## config.mk

```make
export PLATFORM = sky130hd
export DESIGN_NAME = l1_tag_directory
export DESIGN_NICKNAME = d
export VERILOG_FILES = /design/src/common/l2_addr_pkg.sv /design/src/common/l2_cache_pkg.sv /design/src/l2_cache/l1_tag_directory.sv
export SDC_FILE = /design/constraint.sdc
export NUM_CORES = 2
export LEC_CHECK = 0
export BUFFER_PORTS_ARGS = -buffer_cell sky130_fd_sc_hd__buf_4
export CAP_MARGIN = 20
export CORE_ASPECT_RATIO = 0.8
export CORE_UTILIZATION = 45
export CTS_CLUSTER_SIZE = 12
export DETAILED_ROUTE_END_ITERATION = 8
export PLACE_DENSITY_LB_ADDON = 0.25
export SLEW_MARGIN = 20
export SYNTH_ARGS = -nofsm -noshare
export SYNTH_HDL_FRONTEND = slang
export SYNTH_SLANG_ARGS = --single-unit
export TNS_END_PERCENT = 1
```

## constraint.sdc

```tcl
create_clock -name clk -period 12.49 [get_ports clk]
set_input_delay 2.498 -clock clk [delete_from_list [all_inputs] [get_ports clk]]
set_output_delay 2.498 -clock clk [all_outputs]
set_load 0.005 [all_outputs]
```

## src/common/l2_addr_pkg.sv

```systemverilog
`default_nettype none

package l2_addr_pkg;

	// L1D geometry, 4 ways of 32 sets
	localparam int SET_W = 5;
	localparam int TAG_W = 21;
	localparam int L1_SETS = 2 ** SET_W;
	localparam int L1_WAYS = 4;
	localparam int WAY_W = 2;

	typedef struct packed
	{
		logic [TAG_W-1:0] tag;
		logic [SET_W-1:0] set;
	} l2_tag_set_t;

	// same 26 bits, either a flat line index or the L1D tag and set
	typedef union packed
	{
		logic [TAG_W+SET_W-1:0] flat;
		l2_tag_set_t fields;
	} l2_line_addr_u;

endpackage

`default_nettype wire

```

## src/common/l2_cache_pkg.sv

```systemverilog
`default_nettype none

package l2_cache_pkg;

	// one cache line is 64 bytes
	localparam int LINE_W = 512;

	// byte enables for a store, one per byte of the line
	localparam int MASK_W = LINE_W / 8;

	// line address, the byte offset within the line is already dropped
	localparam int LINE_ADDR_W = 26;

	// request id is {unit, thread}
	localparam int ID_W = 4;
	localparam int UNIT_W = 2;

	// unit number of the L1 data cache
	localparam logic [UNIT_W-1:0] UNIT_L1D = 2'd1;

	// request ops from the L1 side
	typedef enum logic [1:0]
	{
		PCI_OP_LOAD = 2'd0,
		PCI_OP_STORE = 2'd1,
		PCI_OP_FLUSH = 2'd2,
		PCI_OP_INVALIDATE = 2'd3
	} pci_op_e;

	// response ops back to the L1 side
	// write-validate is reserved and never sent by this cache
	typedef enum logic [1:0]
	{
		CPI_OP_LOAD = 2'd0,
		CPI_OP_STORE = 2'd1,
		CPI_OP_WRITE_VALIDATE = 2'd2
	} cpi_op_e;

endpackage

`default_nettype wire
```

## src/l2_cache/l1_tag_directory.sv

```systemverilog
`timescale 1ns/1ps
`default_nettype none

module l1_tag_directory
(
	input wire logic clk,
	input wire logic rst_i,
	input wire logic req_valid_i,
	input wire l2_cache_pkg::pci_op_e req_op_i,
	input wire logic [l2_cache_pkg::ID_W-1:0] req_id_i,
	input wire logic [l2_addr_pkg::WAY_W-1:0] req_way_i,
	input wire l2_addr_pkg::l2_line_addr_u line_addr_i,
	output logic l1_hit_o,
	output logic [l2_addr_pkg::WAY_W-1:0] l1_hit_way_o
);

	import l2_cache_pkg::*;
	import l2_addr_pkg::*;

	// shadow of the L1D tag memory
	logic [TAG_W-1:0] tag_mem [L1_WAYS][L1_SETS];
	logic [L1_SETS-1:0] valid_bits [L1_WAYS];

	logic [TAG_W-1:0] req_tag;
	logic [SET_W-1:0] req_set;
	logic [UNIT_W-1:0] req_unit;
	logic [L1_WAYS-1:0] way_match;
	logic [WAY_W-1:0] match_way;
	logic fill;

	assign req_tag = line_addr_i.fields.tag;
	assign req_set = line_addr_i.fields.set;
	assign req_unit = req_id_i[ID_W-1 -: UNIT_W];

	// the L1D gets the line it loads, in the way it asked for
	assign fill = req_valid_i && req_op_i == PCI_OP_LOAD && req_unit == UNIT_L1D;

	// compare against the tags as they stand before this edge
	always_comb
	begin
		for (int w = 0; w < L1_WAYS; w++)
		begin
			way_match[w] = valid_bits[w][req_set] && tag_mem[w][req_set] == req_tag;
		end
	end

	// lowest matching way wins if a line sits in two ways
	always_comb
	begin
		match_way = '0;
		for (int w = L1_WAYS - 1; w >= 0; w--)
		begin
			if (way_match[w])
				match_way = WAY_W'(w);
		end
	end

	always_ff @(posedge clk)
	begin
		if (fill)
			tag_mem[req_way_i][req_set] <= req_tag;
	end

	always_ff @(posedge clk)
	begin
		if (rst_i)
		begin
			for (int w = 0; w < L1_WAYS; w++)
			begin
				valid_bits[w] <= '0;
			end
		end
		else if (fill)
		begin
			valid_bits[req_way_i][req_set] <= 1'b1;
		end
	end

	// stage 1 lookup result
	always_ff @(posedge clk)
	begin
		if (rst_i)
			l1_hit_o <= 1'b0;
		else
			l1_hit_o <= req_valid_i && |way_match;
	end

	always_ff @(posedge clk)
	begin
		l1_hit_way_o <= match_way;
	end

endmodule

`default_nettype wire

```

==> results.py <==
metrics = {
    "flow_run": {
        "maxCapViolCount": 0,
    },
    "floorplan": {
        "placementRows": 161,
        "die_w_um": 553,
        "die_area_um2": 245000,
        "ios": 40,
        "die_height_um": 443,
        "core_um2": 241000,
        "initial_utilization_pct": 45.4,
    },
    "cts": {
        "cts_setup_buffers": 0,
        "ctsLongestPathBuffers": 4,
        "cts_resized": 0,
        "cts_hold_buf": 0,
        "clk_pin_slew_ns": 0.06,
        "cts.sinks": 2819,
        "clockRootBuffer": "clkbuf_16",
        "clkLatencyLatePin_ns": 0.85,
        "cts_tree": "yes",
        "cts_buffers": 284,
        "h-tree-depth": 5,
    },
    "setup_path": {
        "cp-start-kind": "input pin",
        "critPathKind": "in2reg",
        "critPathCaptureType": "flop",
        "crit_arrival_ns": 7.99,
        "cp.required_ns": 13.18,
        "crit_path_max_fanout": 58,
    },
    "global_route": {
        "grt_use_total_pct": 25.2,
        "antenna_found_initial": 12,
        "grt-ovfl-total": 0,
        "grt_max_degree": 118,
        "grt_pass1_vias": 55200,
        "grt_pass1_wl_um": 432000,
    },
    "final_layout": {
        "fillers": 19100,
        "fin_cells": 9197,
        "drive_gt1_share_pct": 16.0,
        "area_delta_synth_final_pct": 11.9,
        "nNetsFinal": 5965,
    },
    "sta": {
        "timing.fmax_mhz": 137,
        "fin_crit_sh_pct": 58.4,
        "setup_viol": 0,
        "max-slew-margin-rel_pct": 21.8,
        "fin_setup_tns_ns": 0,
        "slew_viol_final": 0,
        "hold_viol_final": 0,
        "fin_skew_ns": 0.0291,
        "fin_crit_ns": 7.29,
        "grt_setup_unrepaired": "no",
        "worst_pin_slew_ns": 1.17,
    },
    "placed_design": {
        "io_buffers": 37,
        "hpwl_um": 164000,
        "dpl.cell_count": 8813,
        "gp_congestion": 0.797,
    },
    "synth": {
        "ys_warn_count": 0,
        "syn_inst": 5752,
        "async_flop_share_pct": 0,
        "yosysMostFrequentCell": "edfxtp_1",
        "synth_ff_type": "edfxtp_1",
        "ys_seq_area_share_pct": 77.3,
        "synthTopCellsByCount": "edfxtp_1, mux2i_1, o22ai_1",
        "yosys-top-cells-area": "edfxtp_1, mux2i_1, mux4_2",
        "yosysTopAreaCell": "edfxtp_1",
        "ys_types": 50,
        "synth_area_per_cell_um2": 19.0,
        "ys_ff_latch": 2819,
        "synthesis.nets": 5789,
        "syn-cell-area_um2": 109000,
        "synth_edf_count": 2816,
        "synth_top_area_share_pct": 77.3,
    },
    "hold_path": {
        "hp-class": "reg2reg",
    },
    "power_and_ir_drop": {
        "power_per_cell_area_nw_per_um2": 154,
        "ir_drop_uv": 119,
        "total_leakage_power_uw": 0.0401,
    },
    "routing": {
        "routed_wl_um": 315000,
        "firstDrtPassIters": 6,
        "via_count": 58200,
        "ant_nets": 0,
        "drc_errors": 0,
        "via_per_inst": 6.33,
        "drt_iter0_drc": 9458,
        "avgRoutedWirePerCell_um": 34.2,
    },
    "outcome": {
        "status": "finished clean",
    },
}
## where the power goes
part | leakage [µW] | switching (µW) | internal [µW]
clock network | 0.00376 | 3370 | 4230
logic | 0.0109 | 569 | 280
registers | 0.0254 | 6.65 | 10400
## layout by cell type (no fill, tap or decap), types with 88 or more instances in the layout
cell       count
edfxtp_1    2816
nor4_1       128
nor2_1       111
mux2i_1      960
nand2_1       88
a22oi_1      120
o21ai_0      102
clkbuf_16    295
buf_4        237
mux4_2       224
o22ai_1      479
## path summary, 6_finish.rpt
check                       start              end  slack [ns]  cells after the start
setup / recovery   line_addr_i[0]  l1_hit_way_o[0]        5.20                     12
hold / removal    tag_mem[0][545]  l1_hit_way_o[0]        1.01                      8
setup reg to reg  tag_mem[2][242]  l1_hit_way_o[0]        8.78                      9
hold reg to reg   tag_mem[0][545]  l1_hit_way_o[0]        1.01                      8
## flip-flops by register name, indices dropped and copies added, names as in the netlist
name,flops
valid_bits,128
l1_hit_way_o,2
l1_hit_o,1
tag_mem,2688
## through the flow
| step | instance area, µm² | hold slack (ns) | worst slack [ns] | utilization [%] | total power [µW] |
|---|---|---|---|---|---|
| 4_1_cts | 122000 | 1.01 | 5.02 | 50.7 | 18900 |
| 5_1_grt | 122000 | 1.15 | 4.98 | 50.8 | 19300 |
| 6_report | 122000 | 1.01 | 5.20 | 50.8 | 18900 |
| 2_1_floorplan | 109000 | 0.900 | 6.63 | - | 11100 |
| 3_5_place_dp | 115000 | 1.00 | 4.17 | 47.5 | 11500 |
| 3_3_place_gp | 114000 | 0.992 | 4.21 | 47.4 | 11500 |
## per-layer routing
| layer | global-route usage [%] | share of wire [%] |
|---|---|---|
| met3 | 4.37 | 11 |
| met1 | 38.5 | 43 |
| met4 | 6.18 | 2.4 |
| met5 | 0 | 0 |
| met2 | 37.3 | 44 |
## logic make-up after synthesis
kind of cell    after synthesis  synth area share [%]
compound gates              733                  4.21
xor+xnor                     75                 0.600
buf+inv                     379                  1.88
flops                      2819                  77.3
mux                        1184                  13.4
simple gates                562                  2.57
## critical path, stage by stage
cell,delay (ns)
buf_8,0.51
buf_6,0.63
nand4b_4,0.79
buf_4,0.60
o22ai_1,0.34
nor4_1,0.13
and3_1,0.17
a2111oi_0,0.80
nand4_1,0.24
nor4_2,0.80
nand2b_1,0.20
a21oi_1,0.06
## cell type report
type                       instances  area, µm²  share of cell area, %
inverter                           2       7.51                0.00613
sequential                      2819      84600                   69.1
clock inverter                    25        141                  0.115
multi-input combinational       2554      23700                   19.3
antenna                            3       7.51                0.00613
clock buffer                     349       7580                   6.20
timing repair buffer             267       2430                   1.98
tap                             3178       3980                   3.25
(Power assumes the default switching activity.)
